[config.mk]
export PLATFORM = sky130hd
export DESIGN_NAME = mantDivTop
export DESIGN_NICKNAME = d
export VERILOG_FILES = /design/src/mantDivPkg.sv /design/src/divIterStage.sv /design/src/divOperandIn.sv /design/src/divResultOut.sv /design/src/mantDivTop.sv
export VERILOG_INCLUDE_DIRS = /design/src
export SDC_FILE = /design/constraint.sdc
export NUM_CORES = 1
export LEC_CHECK = 0
export BUFFER_PORTS_ARGS = -buffer_cell sky130_fd_sc_hd__clkbuf_2
export CAP_MARGIN = 10
export CORE_ASPECT_RATIO = 1.75
export CORE_MARGIN = 2
export CORE_UTILIZATION = 56
export DETAILED_ROUTE_END_ITERATION = 6
export PLACE_DENSITY_LB_ADDON = 0.3
export RECOVER_POWER = 25
export SYNTH_ARGS = -nofsm -noshare
export SYNTH_HDL_FRONTEND = slang
export SYNTH_SLANG_ARGS = --single-unit
[constraint.sdc]
create_clock -name Clk_CI -period 10.8 [get_ports Clk_CI]
set_clock_uncertainty 0.1 [all_clocks]
set_input_delay 2.7 -clock Clk_CI [delete_from_list [all_inputs] [get_ports Clk_CI]]
set_output_delay 2.7 -clock Clk_CI [all_outputs]
set_load 0.1 [all_outputs]
[src/mantDiv_params.svh]
// width, bias and precision range macros for the mantissa divider

`ifndef MANT_DIV_PARAMS_SVH
`define MANT_DIV_PARAMS_SVH

// significand incl. hidden bit
`define MANT_W          24
// input exponent
`define EXP_W           9

// precision control, fraction bits kept
`define PREC_W          5
`define PREC_MIN        8
`define PREC_MAX        23

// cells per iteration, one quotient nibble per clock
`define BITS_PER_CYCLE  4

`define EXP_BIAS        127

`endif

[src/mantDivPkg.sv]
// shared data types of the mantissa divider

`include "mantDiv_params.svh"

package mantDivPkg;

  ////////////////////////////////
  // datapath
  ////////////////////////////////

  // significand in, mantissa result out
  typedef logic [`MANT_W-1:0] mantT;

  // partial remainder, one guard bit above the significand
  typedef logic [`MANT_W:0]   remT;

  // quotient shift register
  typedef logic [`MANT_W-1:0] quotT;

  ////////////////////////////////
  // exponent and control
  ////////////////////////////////

  typedef logic [`EXP_W-1:0]  expT;
  typedef logic [`EXP_W:0]    expResT;     // two's complement, one extra bit

  typedef logic [`PREC_W-1:0] precT;

  // iteration counter, 0..5
  typedef logic [2:0]         stageCntT;

endpackage

[src/divIterStage.sv]
// iteration part of the mantissa divider
// stage counter, four chained non-restoring cells, remainder and quotient registers
`timescale 1ns/1ns
`include "mantDiv_params.svh"

module divIterStage
(
  input  logic                 Clk_CI,
  input  logic                 Rst_RBI,
  input  logic                 StartDly,
  input  mantDivPkg::stageCntT StageLast,
  input  mantDivPkg::mantT     Numerator,
  input  mantDivPkg::mantT     Denominator,
  output logic                 FinalStage,
  output mantDivPkg::quotT     Quotient,
  output logic                 Msc
);

  mantDivPkg::stageCntT stageCnt;
  logic                 runEn;

  mantDivPkg::mantT     numSmp;
  mantDivPkg::mantT     denSmp;
  mantDivPkg::mantT     denHold;
  mantDivPkg::mantT     denEff;
  mantDivPkg::remT      denPos;
  mantDivPkg::remT      denNeg;

  mantDivPkg::remT      remQ;

  mantDivPkg::remT      cellA   [`BITS_PER_CYCLE];
  mantDivPkg::remT      cellSum [`BITS_PER_CYCLE];
  logic [`BITS_PER_CYCLE-1:0] cellSel;
  logic [`BITS_PER_CYCLE-1:0] cellCarry;
  logic [`BITS_PER_CYCLE-1:0] qNibble;

  ////////////////////////////////
  // iteration control
  ////////////////////////////////

  assign runEn      = StartDly | (stageCnt != '0);
  assign FinalStage = ~StartDly & (stageCnt == StageLast);

  always_ff @(posedge Clk_CI, negedge Rst_RBI)
  begin
    if (~Rst_RBI)
    begin
      stageCnt <= '0;
    end
    else if (StartDly)
    begin
      stageCnt <= 3'd1;             // a new start also restarts a running division
    end
    else if (FinalStage)
    begin
      stageCnt <= '0;
    end
    else if (runEn)
    begin
      stageCnt <= stageCnt + 3'd1;
    end
  end

  ////////////////////////////////
  // operands
  ////////////////////////////////

  // sampled with the start edge, the divisor is then kept for the whole run
  always_ff @(posedge Clk_CI)
  begin
    numSmp <= Numerator;
    denSmp <= Denominator;
    if (StartDly)
    begin
      denHold <= denSmp;
    end
  end

  assign denEff = StartDly ? denSmp : denHold;
  assign denPos = {1'b0, denEff};
  assign denNeg = ~denPos;          // +1 comes in as carry

  ////////////////////////////////
  // non-restoring cells
  ////////////////////////////////

  for (genvar k = 0; k < `BITS_PER_CYCLE; k++)
  begin : gCell
    mantDivPkg::remT opB;

    if (k == 0)
    begin : gHead
      // first step after start is always a subtract on the plain numerator
      assign cellA[k]   = StartDly ? {1'b0, numSmp} : {remQ[`MANT_W-1:0], 1'b0};
      assign cellSel[k] = StartDly | Quotient[0];
    end
    else
    begin : gChain
      assign cellA[k]   = {cellSum[k-1][`MANT_W-1:0], 1'b0};   // 2r
      assign cellSel[k] = cellCarry[k-1];
    end

    // subtract while the last remainder was >= 0, else add back
    assign opB = cellSel[k] ? denNeg : denPos;

    // carry out is set exactly when the new remainder is non-negative
    assign {cellCarry[k], cellSum[k]} = {1'b0, cellA[k]} + {1'b0, opB}
                                      + {{(`MANT_W + 1){1'b0}}, cellSel[k]};

    assign qNibble[`BITS_PER_CYCLE-1-k] = cellCarry[k];    // msb first
  end

  ////////////////////////////////
  // remainder and quotient
  ////////////////////////////////

  always_ff @(posedge Clk_CI)
  begin
    if (runEn)
    begin
      remQ     <= cellSum[`BITS_PER_CYCLE-1];
      Quotient <= {Quotient[`MANT_W-1-`BITS_PER_CYCLE:0], qNibble};
    end
  end

  // once idle the head cell works on the stored remainder, its carry is the next bit
  assign Msc = cellCarry[0];

endmodule

[src/divOperandIn.sv]
// input side of the mantissa divider
// start delay, precision latch and stage decode, pre-normalization exponent
`timescale 1ns/1ns
`include "mantDiv_params.svh"

module divOperandIn
(
  input  logic                 Clk_CI,
  input  logic                 Rst_RBI,
  input  logic                 DivStart,
  input  mantDivPkg::precT     PrecCtl,
  input  mantDivPkg::expT      ExpNum,
  input  mantDivPkg::expT      ExpDen,
  output logic                 StartDly,
  output mantDivPkg::stageCntT StageLast,
  output mantDivPkg::precT     Prec,
  output mantDivPkg::expResT   ExpResult
);

  logic               precInRange;
  mantDivPkg::expResT expNumSe;
  mantDivPkg::expResT expDenSe;
  mantDivPkg::expResT expPrenorm;

  ////////////////////////////////
  // start strobe
  ////////////////////////////////

  always_ff @(posedge Clk_CI, negedge Rst_RBI)
  begin
    if (~Rst_RBI)
    begin
      StartDly <= 1'b0;
    end
    else
    begin
      StartDly <= DivStart;       // first iteration cycle
    end
  end

  ////////////////////////////////
  // precision control
  ////////////////////////////////

  assign precInRange = (PrecCtl >= mantDivPkg::precT'(`PREC_MIN)) &&
                       (PrecCtl <= mantDivPkg::precT'(`PREC_MAX));

  // unsupported codes run as full single precision
  always_ff @(posedge Clk_CI, negedge Rst_RBI)
  begin
    if (~Rst_RBI)
    begin
      Prec <= mantDivPkg::precT'(`PREC_MAX);
    end
    else if (DivStart)
    begin
      if (precInRange)
      begin
        Prec <= PrecCtl;
      end
      else
      begin
        Prec <= mantDivPkg::precT'(`PREC_MAX);
      end
    end
  end

  // one nibble per stage, p+2 quotient bits needed incl. round bit
  always_comb
  begin
    case (Prec) inside
      [5'd8:5'd11]:  StageLast = 3'd2;   // 12 bits
      [5'd12:5'd15]: StageLast = 3'd3;   // 16 bits
      [5'd16:5'd19]: StageLast = 3'd4;   // 20 bits
      [5'd20:5'd23]: StageLast = 3'd5;   // 24 bits
      default:       StageLast = 3'd5;
    endcase
  end

  ////////////////////////////////
  // exponent
  ////////////////////////////////

  assign expNumSe = {ExpNum[`EXP_W-1], ExpNum};
  assign expDenSe = {ExpDen[`EXP_W-1], ExpDen};

  // e_num - e_den + bias, normalization happens downstream
  assign expPrenorm = expNumSe - expDenSe + mantDivPkg::expResT'(`EXP_BIAS);

  always_ff @(posedge Clk_CI)
  begin
    if (DivStart)
    begin
      ExpResult <= expPrenorm;
    end
  end

endmodule

[src/divResultOut.sv]
// output side of the mantissa divider
// precision truncation, single rounding step, ready and done flags
`timescale 1ns/1ns
`include "mantDiv_params.svh"

module divResultOut
(
  input  logic             Clk_CI,
  input  logic             Rst_RBI,
  input  logic             DivStart,
  input  logic             FinalStage,
  input  mantDivPkg::precT Prec,
  input  mantDivPkg::quotT Quotient,
  input  logic             Msc,
  output mantDivPkg::mantT MantResult,
  output logic             Ready,
  output logic             Done
);

  logic [4:0]       alignShift;
  logic [4:0]       padBits;
  logic [`MANT_W:0] alignedQ;
  mantDivPkg::mantT keepMask;
  mantDivPkg::mantT truncMant;
  logic             roundBit;
  logic [`MANT_W:0] roundSum;

  ////////////////////////////////
  // precision select
  ////////////////////////////////

  // each precision group fills one more nibble, the rest of the word stays unused
  assign alignShift = 5'(`MANT_W - `BITS_PER_CYCLE) - {Prec[4:2], 2'b00};

  // number of zero-padded fraction bits, 23 - p
  assign padBits = 5'(`PREC_MAX) - Prec;

  // q1 at the top, Msc just below the last computed bit
  assign alignedQ = {Quotient, Msc} << alignShift;

  assign keepMask  = {`MANT_W{1'b1}} << padBits;
  assign truncMant = alignedQ[`MANT_W:1] & keepMask;   // top p+1 bits, left aligned

  assign roundBit = alignedQ[padBits];                 // quotient bit p+2

  ////////////////////////////////
  // rounding correction
  ////////////////////////////////

  assign roundSum = {1'b0, truncMant} + ({{`MANT_W{1'b0}}, roundBit} << padBits);

  // skip the increment when it would carry out of p+1 bits
  assign MantResult = roundSum[`MANT_W] ? truncMant : roundSum[`MANT_W-1:0];

  ////////////////////////////////
  // handshake flags
  ////////////////////////////////

  always_ff @(posedge Clk_CI, negedge Rst_RBI)
  begin
    if (~Rst_RBI)
    begin
      Done <= 1'b0;
    end
    else if (DivStart)
    begin
      Done <= 1'b0;
    end
    else
    begin
      Done <= FinalStage;           // one cycle pulse
    end
  end

  always_ff @(posedge Clk_CI, negedge Rst_RBI)
  begin
    if (~Rst_RBI)
    begin
      Ready <= 1'b1;
    end
    else if (DivStart)
    begin
      Ready <= 1'b0;
    end
    else if (FinalStage)
    begin
      Ready <= 1'b1;                // rises together with Done
    end
  end

endmodule

[src/mantDivTop.sv]
// top level of the mantissa divider
// operand input, iteration and result output connected by wires
`timescale 1ns/1ns
`include "mantDiv_params.svh"

module mantDivTop
(
  input  logic                 Clk_CI,
  input  logic                 Rst_RBI,
  input  logic                 DivStart,
  input  mantDivPkg::precT     PrecCtl,
  input  mantDivPkg::mantT     Numerator,
  input  mantDivPkg::mantT     Denominator,
  input  mantDivPkg::expT      ExpNum,
  input  mantDivPkg::expT      ExpDen,
  output mantDivPkg::mantT     MantResult,
  output mantDivPkg::expResT   ExpResult,
  output logic                 Ready,
  output logic                 Done
);

  logic                 startDly;
  mantDivPkg::stageCntT stageLast;
  mantDivPkg::precT     prec;
  logic                 finalStage;
  mantDivPkg::quotT     quotient;
  logic                 msc;

  // start, precision and exponent
  divOperandIn uOperandIn
  (
    .Clk_CI    (Clk_CI),
    .Rst_RBI   (Rst_RBI),
    .DivStart  (DivStart),
    .PrecCtl   (PrecCtl),
    .ExpNum    (ExpNum),
    .ExpDen    (ExpDen),
    .StartDly  (startDly),
    .StageLast (stageLast),
    .Prec      (prec),
    .ExpResult (ExpResult)
  );

  // 4 quotient bits per clock
  divIterStage uIterStage
  (
    .Clk_CI      (Clk_CI),
    .Rst_RBI     (Rst_RBI),
    .StartDly    (startDly),
    .StageLast   (stageLast),
    .Numerator   (Numerator),
    .Denominator (Denominator),
    .FinalStage  (finalStage),
    .Quotient    (quotient),
    .Msc         (msc)
  );

  divResultOut uResultOut
  (
    .Clk_CI     (Clk_CI),
    .Rst_RBI    (Rst_RBI),
    .DivStart   (DivStart),
    .FinalStage (finalStage),
    .Prec       (prec),
    .Quotient   (quotient),
    .Msc        (msc),
    .MantResult (MantResult),
    .Ready      (Ready),
    .Done       (Done)
  );

endmodule

==> results of run 1 <==
## area by class of cell
type	count	area, µm²	share of cell area (%)
multi-input cells	1185	9120	57.2
well taps	300	375	2.35
clock buffers	19	464	2.91
flip-flops and latches	141	3470	21.8
repair buffers	246	2080	13.0
inverters	81	304	1.91
clock inverters	13	135	0.848
## worst max-delay path: cells and delay by family, from the launching register on
family / cells / cell delay (ps)
flops: 1 / 560
mux: 2 / 870
fa+ha+maj: 2 / 640
compound gates: 10 / 1820
buf+inv: 5 / 860
simple gates: 11 / 2560
## sequential cells by signal (all words and copies together) (netlist names)
| register | flops |
|---|---|
| uResultOut.Done | 1 |
| uOperandIn.StartDly | 1 |
| uIterStage.stageCnt | 3 |
| uIterStage.Quotient | 24 |
| uOperandIn.ExpResult | 10 |
| uIterStage.denSmp | 24 |
| uIterStage.remQ | 24 |
| uIterStage.denHold | 24 |
| uOperandIn.Prec | 5 |
| uIterStage.numSmp | 24 |
| uResultOut.Ready | 1 |
## Yosys cell counts (all sizes together) (6+ instances only)
cell	instances	area, µm²
buf	16	80.1
and3	17	111
nor2	83	314
xor2	23	201
mux2i	38	380
nand3	27	148
nand4	12	75.1
o31a	9	78.8
o21ai	90	454
or3	12	75.1
and2	6	37.5
edfxtp	58	1740
nand2b	15	93.8
mux2	49	619
fa	6	120
a211oi	12	90.1
o21a	18	135
xnor2	156	1370
a221oi	7	61.3
a31oi	12	75.1
nor4	7	58.8
a21oi	120	612
inv	78	293
o21bai	11	82.6
nor3	29	145
or2	7	43.8
dfrtp	6	150
o211ai	12	100
clkbuf	33	124
and4	8	70.1
a21o	54	405
nand2	108	405
nor2b	21	131
ha	144	1800
dfxtp	72	1440
## worst paths after layout
check | startpoint | slack, ps | to
worst min-delay path | uIterStage.Quotient[19] | 360 | uIterStage.Quotient[23]
worst min register to register | uIterStage.Quotient[19] | 360 | uIterStage.Quotient[23]
worst max-delay path | uOperandIn.StartDly | 170 | MantResult[0]
worst max register to register | uOperandIn.StartDly | 550 | uIterStage.Quotient[0]
min in group asynchronous | Rst_RBI | 2020 | uIterStage.stageCnt[1]
max in group asynchronous | Rst_RBI | 8300 | uResultOut.Ready
## stage by stage
step	TNS, ps	cell area (µm²)	hold slack, ps
floorplan	-404	13000	326
global placement	0	15000	335
detailed placement	0	15000	345
CTS	0	15600	357
global route	-580	15900	372
finish	0	15900	358
## repair_timing
item,4_1_cts,5_1_grt
gates cloned,0,3
pin swaps,0,15
endpoints found under the hold margin,0,0
resized for setup,1,33
setup endpoints to repair,4,39
buffers inserted,0,10
## metal layers
metal	global-route usage (%)	wire length, µm	up-vias
met5	0	0	-
met4	25.9	3320	0
met3	5.07	1370	177
met2	59.9	20900	363
met1	28.5	13300	5605
li1	-	-	5727
## kinds of logic (layout without fill, tap and decap cells)
family                   count (synthesis)  in the layout
AO/OA/AOI/OAI                          400            400
XOR/XNOR                               179            179
adder cells (fa/ha/maj)                150            150
buffers and inverters                  130            359
flip-flops                             141            141
multiplexers                            91             91
AND/OR/NAND/NOR                        365            365
==> impl_metrics.py, run 1 <==
metrics = {
    "critical_path": {
        "cp-start-kind": "flip-flop",
        "rr_worst_depth": 46,
        "critPathMaxFanout": 14,
        "critPathArrivalTime_ps": 7830,
        "cp-end-kind": "primary output",
        "path_class": "flip-flop to primary output",
        "crit_required_ps": 8000,
        "cp_slowest_cell": "dfrtp_4",
        "critPathMaxStageDelay_ps": 560,
        "cpMostUsedCell": "buf_12",
    },
    "floorplan": {
        "ios": 110,
        "die_h_um": 205,
        "core_um2": 22700,
        "start_util_pct": 57.0,
        "num_rows": 73,
        "dieWidth_um": 119,
        "dieArea_um2": 24400,
    },
    "cells_and_area": {
        "fill_cells": 1801,
        "layout.nets": 1896,
        "layout.cells.most_common": "xnor2_1",
        "area_growth_pct": 23.0,
        "layout.cells.non_filler": 1985,
        "fin_util_pct": 70.1,
        "drive_above_1_share_pct": 23.0,
        "final_cell_mix": "155 x xnor2_1, 141 x ha_1, 125 x buf_4",
        "n_antenna_cell": 0,
    },
    "sta": {
        "setup_violations": 0,
        "fmax_mhz": 94.1,
        "period_needed_ps": 10630,
        "final-hold-violation-count": 0,
        "post-route-worst-setup-slack_ps": 173,
        "slew_violations": 0,
        "period_share_pct": 98.4,
        "max_slew_margin_pct": 43.5,
        "worst_pin_slew_ps": 841,
    },
    "routing": {
        "ant_nets": 0,
        "via_per_inst": 5.98,
        "detail_route.wl_per_cell_um": 19.6,
        "drt-initial-drc-count": 778,
        "dr.pass1.iters": 7,
        "via_count": 11900,
        "drc": 0,
        "wl_um": 38900,
    },
    "global_routing": {
        "grt_first_pass_wirelength_um": 59800,
        "grt_usage_pct": 31.4,
        "grt_max_degree": 48,
        "grt.overflow.total": 0,
        "antenna_found_initial": 0,
        "grt_pass1_vias": 12200,
    },
    "clock_network": {
        "numClockSinks": 141,
        "cts_made_buffers": 17,
        "htree_levels": 4,
        "clockRootBuffer": "clkbuf_16",
        "cts-hold-fix-buffers": 0,
        "cts_tree": "built",
        "insertion_delay_ps": 450,
        "cts.clk_slew.worst_paths_ps": 60,
        "clock_path_buffers": 2,
    },
    "synthesis": {
        "synth-adder-area-share_pct": 14.8,
        "synth_edf_count": 58,
        "ys_seq_elements": 141,
        "synthArstFlopShare_pct": 7.80,
        "syn_area_um2": 13000,
        "synthSimpleGateAreaFrac_pct": 14.0,
        "synth_flop_cell": "dfxtp_1",
        "syn_nets": 1680,
        "synth_top_family_by_area": "compound AO/OA/AOI/OAI gates",
        "yosysWarningCount": 0,
        "seq_area_frac_synth_pct": 26.7,
        "synth_mux_area_share_pct": 8.41,
        "synth_compound_area_share_pct": 20.0,
        "syn_area_per_cell_um2": 8.90,
        "post_synth_xor_area_fraction_pct": 12.1,
        "synth_cell_type_count": 81,
        "syn_inst": 1456,
    },
    "placement": {
        "dp_slack_ps": 288,
        "dp_cells": 1940,
        "place_hpwl_um": 30100,
        "port-buffer-count": 109,
        "gp_congestion": 1.01,
    },
    "status": {
        "status": "complete, no violations",
    },
    "run": {
        "drv_cap": 0,
    },
    "min_path": {
        "holdPathStages": 0,
        "min-delay-path-class": "flip-flop to flip-flop",
    },
}
Power of run 1 is not shown: default switching activity piles up to over one toggle a cycle in this logic, so the estimate is an artifact.
==> run 2, diff against run 1 <==
CORE_UTILIZATION = 55   (was 56)
==> impl_metrics.py, run 2 (synthesis results as in run 1) <==
metrics = {
    "floorplan": {
        "dieWidth_um": 120,
        "dieArea_um2": 24800,
        "die_h_um": 207,
        "start_util_pct": 55.7,
        "num_rows": 74,
        "ios": 110,
        "core_um2": 23200,
    },
    "cells_and_area": {
        "area_growth_pct": 20.5,
        "fin_util_pct": 67.1,
        "final_cell_mix": "155 x xnor2_1, 138 x ha_1, 116 x a21oi_1",
        "layout.cells.most_common": "xnor2_1",
        "layout.nets": 1853,
        "drive_above_1_share_pct": 21.0,
        "n_antenna_cell": 0,
    },
    "sta": {
        "max_slew_margin_pct": -96.2,
        "fmax_mhz": 94.1,
        "slew_violations": 49,
        "setup_violations": 0,
        "holdWs_ps": 352,
        "period_share_pct": 98.4,
        "worst_pin_slew_ps": 2940,
        "final-hold-violation-count": 0,
        "period_needed_ps": 10630,
    },
    "run": {
        "drv_cap": 1,
    },
    "global_routing": {
        "grt_first_pass_wirelength_um": 57700,
        "grt.overflow.total": 0,
        "antenna_found_initial": 0,
        "grt_pass1_vias": 11600,
        "grt_usage_pct": 29.5,
        "grt_max_degree": 49,
    },
    "clock_network": {
        "cts_tree": "built",
        "insertion_delay_ps": 440,
        "numClockSinks": 141,
        "clock_path_buffers": 2,
        "cts_made_buffers": 17,
        "cts.clk_slew.worst_paths_ps": 60,
        "clockRootBuffer": "clkbuf_16",
        "htree_levels": 4,
    },
    "critical_path": {
        "path_class": "flip-flop to primary output",
        "critPathMaxFanout": 15,
        "rr_worst_depth": 40,
        "cp-start-kind": "flip-flop",
        "crit_required_ps": 8000,
        "critPathArrivalTime_ps": 7830,
        "cp-end-kind": "primary output",
    },
    "routing": {
        "via_count": 11700,
        "wl_um": 37500,
        "via_per_inst": 6.00,
        "drt-initial-drc-count": 733,
        "ant_nets": 0,
        "drc": 0,
        "detail_route.wl_per_cell_um": 19.3,
        "dr.pass1.iters": 7,
    },
    "min_path": {
        "holdPathStages": 0,
        "min-delay-path-class": "flip-flop to flip-flop",
    },
    "placement": {
        "place_hpwl_um": 28600,
        "gp_congestion": 1.04,
        "port-buffer-count": 109,
    },
    "status": {
        "violations": "max-capacitance violations, max-slew violations",
        "status": "finished with violations",
    },
}
[run 2: per-stage QoR]
step	cell area, µm²	worst slack (ps)	std cells	TNS, ps
finish	15600	174	1946	0
global route	15600	-61.6	1946	-220
CTS	15300	15.5	1928	0
detailed placement	14600	-9.83	1889	-9.83
global placement	14600	39.9	1889	0
floorplan	13000	-202	1456	-404
[run 2: layer usage]
metal	vias up	wire length (µm)	global-route usage [%]
li1	5633	-	-
met1	5497	13000	28.5
met2	387	20000	55.2
met3	167	1490	4.07
met4	0	3030	22.2
met5	-	0	0
[run 2: what timing repair did]
action                                 in CTS  in global routing
pin swaps                                   1                 21
buffers inserted                            4                 16
cloned                                      3                  2
setup endpoints to repair                  24                 41
hold buffers                                0                  0
endpoints found under the hold margin       0                  0
gates resized for setup                     6                 41
[run 2: worst max-delay path, stage by stage (launching register included)]
cell,delay [ps]
edfxtp_1,560
nor2_4,300
buf_4,260
o21ai_0,130
ha_1,430
and3_1,220
nand4_1,260
nor4_4,430
or3_1,180
a31oi_1,80
mux4_2,460
a221o_1,410
nor2b_4,180
nor3_2,110
ha_1,290
nor2b_1,160
o31a_1,280
o211ai_1,290
a21oi_2,120
nor3b_2,290
o211ai_1,190
a22oi_2,260
a21oi_2,110
or4_4,590
nand3_4,200
mux2_2,400
buf_12,170
[run 2: layout make-up]
class	count	area, µm²
Clock buffer	25	559
Sequential cell	141	3470
Tap cell	304	380
Fill cell	1901	7630
Inverter	81	304
Timing Repair Buffer	199	1620
Clock inverter	7	42.5
Multi-Input combinational cell	1189	9240
[run 2: path summary, 6_finish.rpt]
| kind | slack, ps | end | from |
|---|---|---|---|
| max | 170 | MantResult[0] | uIterStage.Quotient[0] |
| min | 350 | uIterStage.Quotient[21] | uIterStage.Quotient[17] |
| min reg2reg | 350 | uIterStage.Quotient[21] | uIterStage.Quotient[17] |
| max in group asynchronous | 8250 | uResultOut.Ready | Rst_RBI |
| max reg2reg | 460 | uIterStage.remQ[21] | uIterStage.Quotient[0] |
| min in group asynchronous | 2050 | uResultOut.Done | Rst_RBI |
Power of run 2 is left out for the same reason.
